`src/hdl/tetrisPkg.sv`:
```
package tetrisPkg;

	typedef logic [4:0] rowIdxT;	// Board row, 0 is the top
	typedef logic [4:0] colIdxT;	// One spare bit so -1 and Width stay visible
	typedef logic [15:0] scoreT;	// Cleared row count
	typedef logic [1:0] shapeT;

	// Shape codes
	localparam shapeT ShapeSquare = 2'd0;
	localparam shapeT ShapeHBar = 2'd1;
	localparam shapeT ShapeVBar = 2'd2;
	localparam shapeT ShapeT = 2'd3;

	typedef enum logic [2:0] {
		Spawn,
		Play,
		Lock,
		Clear,
		CheckTop,
		Over
	} ctrlStateT;

	// Cell offsets from the anchor, indexed [shape][cell]
	localparam logic [0:3][0:3][1:0] ShapeRowOff = '{
		'{2'd0, 2'd0, 2'd1, 2'd1},	// Square
		'{2'd0, 2'd0, 2'd0, 2'd0},	// Horizontal bar
		'{2'd0, 2'd1, 2'd2, 2'd3},	// Vertical bar
		'{2'd0, 2'd0, 2'd0, 2'd1}	// T
	};

	localparam logic [0:3][0:3][1:0] ShapeColOff = '{
		'{2'd0, 2'd1, 2'd0, 2'd1},
		'{2'd0, 2'd1, 2'd2, 2'd3},
		'{2'd0, 2'd0, 2'd0, 2'd0},
		'{2'd0, 2'd1, 2'd2, 2'd1}
	};

	// Locked cells in these top rows end the game
	localparam int SpawnRows = 4;

	// Width 4..31, height 5..31
	localparam int DefaultWidth = 10;
	localparam int DefaultHeight = 20;

endpackage
```
`src/hdl/tetrisTop.sv`:
```
`timescale 1ns/100ps

module tetrisTop #(
	parameter int BoardWidth = tetrisPkg::DefaultWidth,
	parameter int BoardHeight = tetrisPkg::DefaultHeight
) (
	input logic count,
	input logic rst,
	input logic moveLeft,
	input logic moveRight,
	input logic fallTick,
	input logic restart,
	input tetrisPkg::shapeT shapeSel,
	input tetrisPkg::rowIdxT rowSel,
	output logic ready,
	output logic gameOver,
	output tetrisPkg::scoreT score,
	output tetrisPkg::rowIdxT pieceRow,
	output tetrisPkg::colIdxT pieceCol,
	output tetrisPkg::shapeT pieceShape,
	output logic [BoardWidth-1:0] rowData
);

	logic [BoardWidth*BoardHeight-1:0] boardFlat;
	logic canLeft;
	logic canRight;
	logic canDown;
	logic fullFound;
	tetrisPkg::rowIdxT fullRow;
	logic topBusy;
	logic lockPiece;
	logic clearRow;
	tetrisPkg::rowIdxT clearIdx;
	logic wipeBoard;

	boardStore #(
		.BoardWidth(BoardWidth),
		.BoardHeight(BoardHeight)
	) board_i (
		.count(count),
		.rst(rst),
		.lockPiece(lockPiece),
		.pieceRow(pieceRow),
		.pieceCol(pieceCol),
		.pieceShape(pieceShape),
		.clearRow(clearRow),
		.clearIdx(clearIdx),
		.wipeBoard(wipeBoard),
		.rowSel(rowSel),
		.boardFlat(boardFlat),
		.rowData(rowData)
	);

	// Checker and scanner look at the same board in parallel
	pieceChecker #(
		.BoardWidth(BoardWidth),
		.BoardHeight(BoardHeight)
	) checker_i (
		.boardFlat(boardFlat),
		.pieceRow(pieceRow),
		.pieceCol(pieceCol),
		.pieceShape(pieceShape),
		.canLeft(canLeft),
		.canRight(canRight),
		.canDown(canDown)
	);

	rowScanner #(
		.BoardWidth(BoardWidth),
		.BoardHeight(BoardHeight)
	) scanner_i (
		.boardFlat(boardFlat),
		.fullFound(fullFound),
		.fullRow(fullRow),
		.topBusy(topBusy)
	);

	gameControl #(
		.BoardWidth(BoardWidth)
	) control_i (
		.count(count),
		.rst(rst),
		.moveLeft(moveLeft),
		.moveRight(moveRight),
		.fallTick(fallTick),
		.restart(restart),
		.shapeSel(shapeSel),
		.canLeft(canLeft),
		.canRight(canRight),
		.canDown(canDown),
		.fullFound(fullFound),
		.fullRow(fullRow),
		.topBusy(topBusy),
		.pieceRow(pieceRow),
		.pieceCol(pieceCol),
		.pieceShape(pieceShape),
		.lockPiece(lockPiece),
		.clearRow(clearRow),
		.clearIdx(clearIdx),
		.wipeBoard(wipeBoard),
		.ready(ready),
		.gameOver(gameOver),
		.score(score)
	);

endmodule

```
`src/hdl/gameControl.sv`:
```
`timescale 1ns/100ps

module gameControl #(
	parameter int BoardWidth = tetrisPkg::DefaultWidth
) (
	input logic count,
	input logic rst,
	input logic moveLeft,
	input logic moveRight,
	input logic fallTick,
	input logic restart,
	input tetrisPkg::shapeT shapeSel,
	input logic canLeft,
	input logic canRight,
	input logic canDown,
	input logic fullFound,
	input tetrisPkg::rowIdxT fullRow,
	input logic topBusy,
	output tetrisPkg::rowIdxT pieceRow,
	output tetrisPkg::colIdxT pieceCol,
	output tetrisPkg::shapeT pieceShape,
	output logic lockPiece,
	output logic clearRow,
	output tetrisPkg::rowIdxT clearIdx,
	output logic wipeBoard,
	output logic ready,
	output logic gameOver,
	output tetrisPkg::scoreT score
);

	localparam tetrisPkg::colIdxT SpawnCol = tetrisPkg::colIdxT'(BoardWidth / 2 - 1);

	tetrisPkg::ctrlStateT state;

	always_ff @(posedge count) begin
		if (rst) begin
			state <= tetrisPkg::Spawn;
			score <= '0;
			pieceRow <= '0;
			pieceCol <= '0;
			pieceShape <= '0;
		end else begin
			case (state)
				tetrisPkg::Spawn: begin
					pieceShape <= shapeSel;	// Sampled only here
					pieceRow <= '0;
					pieceCol <= SpawnCol;
					state <= tetrisPkg::Play;
				end

				tetrisPkg::Play: begin
					// Left beats right beats fall, the rest is dropped
					if (moveLeft) begin
						if (canLeft)
							pieceCol <= pieceCol - 1'b1;
					end else if (moveRight) begin
						if (canRight)
							pieceCol <= pieceCol + 1'b1;
					end else if (fallTick) begin
						if (canDown)
							pieceRow <= pieceRow + 1'b1;
						else
							state <= tetrisPkg::Lock;
					end
				end

				tetrisPkg::Lock: state <= tetrisPkg::Clear;	// Board takes the piece this cycle

				tetrisPkg::Clear: begin
					// One row per cycle until the scanner runs dry
					if (fullFound)
						score <= score + 1'b1;
					else
						state <= tetrisPkg::CheckTop;
				end

				tetrisPkg::CheckTop: begin
					if (topBusy)
						state <= tetrisPkg::Over;
					else
						state <= tetrisPkg::Spawn;
				end

				tetrisPkg::Over: begin
					if (restart) begin
						score <= '0;
						state <= tetrisPkg::Spawn;
					end
				end

				default: state <= tetrisPkg::Spawn;
			endcase
		end
	end

	assign ready = (state == tetrisPkg::Play);
	assign gameOver = (state == tetrisPkg::Over);

	// Board strobes, one cycle each
	assign lockPiece = (state == tetrisPkg::Lock);
	assign clearRow = (state == tetrisPkg::Clear) && fullFound;
	assign clearIdx = fullRow;
	assign wipeBoard = gameOver && restart;	// Board empties with the same edge as score

endmodule

```
`src/hdl/rowScanner.sv`:
```
`timescale 1ns/100ps

module rowScanner #(
	parameter int BoardWidth = tetrisPkg::DefaultWidth,
	parameter int BoardHeight = tetrisPkg::DefaultHeight
) (
	input logic [BoardWidth*BoardHeight-1:0] boardFlat,
	output logic fullFound,
	output tetrisPkg::rowIdxT fullRow,
	output logic topBusy
);

	logic [BoardHeight-1:0] fullFlag;	// One per row

	genvar g;
	generate
		for (g = 0; g < BoardHeight; g++) begin : fullGen
			assign fullFlag[g] = &boardFlat[g*BoardWidth +: BoardWidth];
		end
	endgenerate

	// Later rows win, so this ends on the bottom-most full row
	always_comb begin
		fullRow = '0;
		for (int r = 0; r < BoardHeight; r++) begin
			if (fullFlag[r])
				fullRow = tetrisPkg::rowIdxT'(r);
		end
	end

	assign fullFound = |fullFlag;

	// Rows 0..SpawnRows-1 are the lowest bits of the flat board
	assign topBusy = |boardFlat[tetrisPkg::SpawnRows*BoardWidth-1:0];

endmodule

```
`src/hdl/pieceChecker.sv`:
```
`timescale 1ns/100ps

module pieceChecker #(
	parameter int BoardWidth = tetrisPkg::DefaultWidth,
	parameter int BoardHeight = tetrisPkg::DefaultHeight
) (
	input logic [BoardWidth*BoardHeight-1:0] boardFlat,
	input tetrisPkg::rowIdxT pieceRow,
	input tetrisPkg::colIdxT pieceCol,
	input tetrisPkg::shapeT pieceShape,
	output logic canLeft,
	output logic canRight,
	output logic canDown
);

	// True when the cell is on the board and not locked
	function automatic logic cellFree(
		input int r,
		input int c,
		input logic [BoardWidth*BoardHeight-1:0] board
	);
		logic free;
		free = 1'b0;
		if (r >= 0 && r < BoardHeight && c >= 0 && c < BoardWidth)
			free = !board[r*BoardWidth + c];
		return free;
	endfunction

	always_comb begin
		int r;
		int c;
		canLeft = 1'b1;
		canRight = 1'b1;
		canDown = 1'b1;
		for (int k = 0; k < 4; k++) begin
			r = int'(pieceRow) + int'(tetrisPkg::ShapeRowOff[pieceShape][k]);
			c = int'(pieceCol) + int'(tetrisPkg::ShapeColOff[pieceShape][k]);
			// Signed math so column -1 fails the bound test
			canLeft = canLeft & cellFree(r, c - 1, boardFlat);
			canRight = canRight & cellFree(r, c + 1, boardFlat);
			canDown = canDown & cellFree(r + 1, c, boardFlat);
		end
	end

endmodule

```
`src/hdl/boardStore.sv`:
```
`timescale 1ns/100ps

module boardStore #(
	parameter int BoardWidth = tetrisPkg::DefaultWidth,
	parameter int BoardHeight = tetrisPkg::DefaultHeight
) (
	input logic count,
	input logic rst,
	input logic lockPiece,
	input tetrisPkg::rowIdxT pieceRow,
	input tetrisPkg::colIdxT pieceCol,
	input tetrisPkg::shapeT pieceShape,
	input logic clearRow,
	input tetrisPkg::rowIdxT clearIdx,
	input logic wipeBoard,
	input tetrisPkg::rowIdxT rowSel,
	output logic [BoardWidth*BoardHeight-1:0] boardFlat,
	output logic [BoardWidth-1:0] rowData
);

	logic [BoardWidth-1:0] rows [BoardHeight];	// Locked cells only, bit c is column c

	always_ff @(posedge count) begin
		int r;
		int c;
		if (rst || wipeBoard) begin
			for (int i = 0; i < BoardHeight; i++)
				rows[i] <= '0;
		end else if (lockPiece) begin
			// Stamp the four cells of the active piece
			for (int k = 0; k < 4; k++) begin
				r = int'(pieceRow) + int'(tetrisPkg::ShapeRowOff[pieceShape][k]);
				c = int'(pieceCol) + int'(tetrisPkg::ShapeColOff[pieceShape][k]);
				if (r < BoardHeight && c < BoardWidth)
					rows[r][c] <= 1'b1;
			end
		end else if (clearRow) begin
			// Everything above clearIdx drops one row
			for (int i = 1; i < BoardHeight; i++) begin
				if (i <= int'(clearIdx))
					rows[i] <= rows[i-1];
			end
			rows[0] <= '0;
		end
	end

	// Row r sits at bits [r*BoardWidth +: BoardWidth]
	genvar g;
	generate
		for (g = 0; g < BoardHeight; g++) begin : flatGen
			assign boardFlat[g*BoardWidth +: BoardWidth] = rows[g];
		end
	endgenerate

	assign rowData = (int'(rowSel) < BoardHeight) ? rows[rowSel] : '0;	// Off-board reads as empty

endmodule

```
`config.mk`:
```
export PLATFORM = sky130hd
export DESIGN_NAME = tetrisTop
export DESIGN_NICKNAME = d
export VERILOG_FILES = /design/src/hdl/tetrisPkg.sv /design/src/hdl/tetrisTop.sv /design/src/hdl/gameControl.sv /design/src/hdl/rowScanner.sv /design/src/hdl/pieceChecker.sv /design/src/hdl/boardStore.sv
export SDC_FILE = /design/constraint.sdc
export NUM_CORES = 2
export LEC_CHECK = 0
export BUFFER_PORTS_ARGS = -buffer_cell sky130_fd_sc_hd__buf_2
export CORE_ASPECT_RATIO = 1.75
export CORE_MARGIN = 2
export CORE_UTILIZATION = 50
export CTS_BUF_LIST = sky130_fd_sc_hd__clkbuf_16
export CTS_CLUSTER_SIZE = 28
export DETAILED_ROUTE_END_ITERATION = 6
export PLACE_DENSITY = 0.63
export REMOVE_ABC_BUFFERS = 1
export SYNTH_ARGS = -nofsm -noshare
export SYNTH_HDL_FRONTEND = slang
export SYNTH_SLANG_ARGS = --single-unit
```
`constraint.sdc`:
```
create_clock -name count -period 9.4 [get_ports count]
set_clock_uncertainty 0.1 [all_clocks]
set_input_delay 0.47 -clock count [delete_from_list [all_inputs] [get_ports count]]
set_output_delay 0.47 -clock count [all_outputs]
set_load 0.01 [all_outputs]
```
==> metrics.cfg, run 1 <==
[yosys]
synth.distinct_cells = 98
yosysMostFrequentCell = mux4_2
synth.area.top_cells = mux4_2, dfxtp_1, ha_1
yosys_warnings = 0
synth_edf_count = 0
yosys-top-cells-count = mux4_2, clkbuf_1, nand2_1
async_flop_share = 0
syn-cell-area_sq_um = 43200
syn_inst = 4589
ys_ff_latch = 231
synth.top_cell.area_share = 0.369
synth-main-ff-cell = dfxtp_1
ys_seq_area_frac = 0.107
synth_top_area_cell = mux4_2
syn_avg_cell_area_sq_um = 9.42

[floorplan]
initial_core_util = 0.505
die_h_um = 393
die_w_um = 226
row_count = 142
ios = 53

[clocking]
cts_root_buf = clkbuf_16
cts.sinks = 231
cts_buffer_depth = 3
cts_max_level = 1
cts_resized = 0
cts_buffers = 26

[placement]
dp_hpwl_um = 188000
place.gp.congestion = 1.21
port_buffers = 52
place_area_sq_um = 44700
place_ws_ns = 1.41

[outcome]
status = did not finish
lastStage = 5_1_grt
error_line = [ERROR GRT-0116] Global routing finished with congestion. Check the congestion regions in the DRC Viewer.

[global_routing]
grt_pass1_wl_um = 408000
grt.total_usage = 0.661
grt_overflow = 5
grt_pass1_vias = 49700
grt_start_max_net_pins = 121

[kinds of logic after synthesis]
family | after synthesis | share of synthesized area
other cells | 1 | 0.0000868
mux | 898 | 0.415
flops | 231 | 0.107
compound gates | 1046 | 0.165
buf+inv | 709 | 0.0678
simple gates | 1366 | 0.152
fa+ha+maj | 201 | 0.0623
xor+xnor | 137 | 0.0299
[through the flow]
stage,hold slack (ns),instances,setup TNS (ns)
after detailed placement,0.392,5467,0
after global placement,0.378,5467,0
after floorplan,0.402,3991,-2333.29
after CTS,0.227,5515,0
[layer usage]
layer  GRT overflow  GRT usage
met4              3      0.662
met5              0      0.199
met1              0      0.641
met2              2      0.852
met3              0      0.499
[timing repair]
item                                   4_1_cts
endpoints found under the hold margin        2
setup buffers                                0
hold buffers                                 2
==> inputs of run 2 (changes only) <==
--- a/config.mk
+++ b/config.mk
@@ -6,13 +6,10 @@
 export NUM_CORES = 2
 export LEC_CHECK = 0
 export BUFFER_PORTS_ARGS = -buffer_cell sky130_fd_sc_hd__buf_2
-export CORE_ASPECT_RATIO = 1.75
 export CORE_MARGIN = 2
-export CORE_UTILIZATION = 50
-export CTS_BUF_LIST = sky130_fd_sc_hd__clkbuf_16
-export CTS_CLUSTER_SIZE = 28
+export CORE_UTILIZATION = 35
 export DETAILED_ROUTE_END_ITERATION = 6
-export PLACE_DENSITY = 0.63
+export PLACE_DENSITY_LB_ADDON = 0.15
 export REMOVE_ABC_BUFFERS = 1
 export SYNTH_ARGS = -nofsm -noshare
 export SYNTH_HDL_FRONTEND = slang
==> run 2 against run 1 <==
  * Synthesized cell count unchanged
  * The flow now finishes, with violations (design-rule violations, max-capacitance violations)
  * Area after synthesis unchanged
==> metrics.cfg, run 2 <==
[yosys]
yosysMostFrequentCell = mux4_2
synth_top_area_cell = mux4_2
synth-main-ff-cell = dfxtp_1
synth_edf_count = 0  ; unchanged
syn_avg_cell_area_sq_um = 9.42  ; unchanged
synth.distinct_cells = 98  ; unchanged
ys_ff_latch = 231  ; unchanged
yosys-top-cells-count = mux4_2, clkbuf_1, nand2_1
syn_inst = 4589  ; unchanged
ys_seq_area_frac = 0.107  ; unchanged
syn-cell-area_sq_um = 43200  ; unchanged
synth.top_cell.area_share = 0.369  ; unchanged
synth.area.top_cells = mux4_2, dfxtp_1, ha_1
async_flop_share = 0  ; unchanged
yosys_warnings = 0  ; unchanged

[floorplan]
die_w_um = 355  ; +57%
ios = 53  ; unchanged
die_h_um = 355  ; -9.6%
dieArea_sq_um = 126000
core_sq_um = 122000
initial_core_util = 0.354  ; -0.151
row_count = 128  ; -9.9%

[drt]
route.detailed.drc = 1
dr.pass1.iters = 7
wl_per_cell_um = 44.7
vias = 47100
avgViaCountPerCell = 7.85
drt-initial-drc-count = 9130
ant_nets = 0
routed_wl_um = 268000

[min_path]
hold-path-cell-count = 3
min_from = shapeSel[0]
hold_path.class = primary input to flip-flop

[pwr]
powerDensity_nw_per_um2 = 325
vdd_ir_drop_max_uv = 505
p_leak_nw = 16.6

[setup_path]
critPathLaunch = control_i.pieceShape[0]$_SDFFE_PP0P_
end_kind = flip-flop
crit_end = control_i.pieceRow[1]$_SDFFE_PP0P_
r2r_cells = 22
r2r_end = control_i.pieceRow[1]$_SDFFE_PP0P_
worstPathArrival_ns = 8.20
r2r_start = control_i.pieceShape[0]$_SDFFE_PP0P_
crit_type = flip-flop to flip-flop
cp_max_fo = 10
worstSetupStartpointType = flip-flop
cp.required_ns = 9.84
r2r_slack_ns = 1.64

[clocking]
clk_pin_slew_ns = 0.07
cts_buffer_depth = 3  ; unchanged
cts_root_buf = clkbuf_16
cts_resized = 0  ; unchanged
cts_max_level = 1  ; unchanged
insertion_delay_ns = 0.65
cts_buffers = 30  ; +15%
cts_tree = built
cts.sinks = 231  ; unchanged
cts_setup_buffers = 0  ; unchanged
hold_buffers = 0  ; -2

[placement]
dp_hpwl_um = 186000  ; -0.89%
place.gp.congestion = 1.09  ; -9.9%
port_buffers = 52  ; unchanged
place_area_sq_um = 45300  ; +1.3%
place_ws_ns = 1.93  ; +0.518 ns
place_inst = 5939  ; +8.6%

[finish]
nFillCells = 12300
reg_top3 = board_i.rows: 200 flops, control_i.score: 16 flops
drive_gt1_frac = 0.272
layout_commonest_cell = mux4_2
area_delta_synth_final_pct = 7.37
seq_area_sq_um = 4630
largest-register = board_i.rows
final_cell_mix = mux4_2, nand2_1, buf_4
largest_reg_flops = 200
multi_input_area_sq_um = 35900
fin_nets = 4559
design_area_sq_um = 46400
final_cells = 5999

[sta]
rsz0062_at_grt = false
setup_viol = 0
slew_viol_final = 0
fin_crit_sh = 0.826
final-hold-violation-count = 0
slew_headroom = 0.00545
timing.final.ws_setup_ns = 1.64
worstMarginPinSlew_ns = 1.48
tns_ns = 0
min_period_ns = 7.76
clock.fmax_mhz = 129

[global_routing]
grt_pass1_vias = 43300
antenna_found_initial = 19
grt_start_max_net_pins = 98
grt_pass1_wl_um = 366000
grt.total_usage = 0.412
grt_overflow = 0

[outcome]
failed_checks = design-rule violations, max-capacitance violations
status = finished with violations

[run]
drv_cap = 1

[run 2: cell counts after synthesis]
No cell type changed its count.
[run 2: cell type report]
class / instances / share of cell area
diodes: 6 / 0.000324
inverters: 109 / 0.00882
repair buffers: 323 / 0.0501
clock buffers: 41 / 0.0190
multi-input cells: 3651 / 0.775
well taps: 1625 / 0.0438
flip-flops and latches: 231 / 0.0998
clock inverters: 13 / 0.00351
[run 2: report_power, final]
part / switching [mW] / internal [mW]
clock: 0.552 / 0.737
sequential: 0.0548 / 1.00
combinational: 8.44 / 4.28
[run 2: how the worst min path moves through the flow]
stage | slack, ns | endpoint
CTS | 0.02 | control_i.pieceShape[0]$_SDFFE_PP0P_
floorplan | 0.40 | control_i.state[1]$_SDFFE_PP0P_
global placement | 0.38 | control_i.score[8]$_SDFFE_PP0P_
detailed placement | 0.39 | control_i.pieceShape[1]$_SDFFE_PP0P_
finish | 0.009 | control_i.pieceShape[0]$_SDFFE_PP0P_
global route | 0.03 | control_i.pieceShape[0]$_SDFFE_PP0P_
[run 2: cell families after synthesis]
group / Yosys count / share of synthesized area
simple gates: 1366 / 0.152
compound gates: 1046 / 0.165
mux: 898 / 0.415
buf+inv: 709 / 0.0678
flops: 231 / 0.107
fa+ha+maj: 201 / 0.0623
xor+xnor: 137 / 0.0299
other cells: 1 / 0.0000868
[run 2: stage by stage]
stage | hold slack [ns] | total power [mW] | utilization
finish | 0.00936 | 15.1 | 0.380
global route | 0.0299 | 15.3 | 0.380
CTS | 0.0174 | 14.5 | 0.380
detailed placement | 0.394 | 13.2 | 0.371
global placement | 0.379 | 13.2 | 0.371
floorplan | 0.402 | 8.75 | -
[run 2: worst max-delay path: stages, from the launching register on]
cell      delay [ns]
dfxtp_1         0.44
nand2b_1        0.14
ha_1            0.25
fa_1            0.90
ha_1            0.83
nand3_1         0.15
nand2_1         0.10
a41oi_1         0.05
xnor2_1         0.55
ha_1            0.38
fa_1            0.49
ha_1            0.31
inv_1           0.06
and3_1          0.16
or2_2           0.39
o31a_1          0.30
a32o_1          0.23
o21ai_0         0.23
a32oi_1         0.26
or4b_4          0.61
o21a_4          0.24
nor2_4          0.12
mux2_1          0.33
[run 2: metal layers]
layer,vias to the layer above,track usage,wire [um]
met2,4734,0.566,105000
li1,17800,-,-
met3,1267,0.196,45500
met5,-,0.0268,504
met4,14,0.303,26400
met1,23300,0.497,90900
Power figures use the tool's default switching activity.
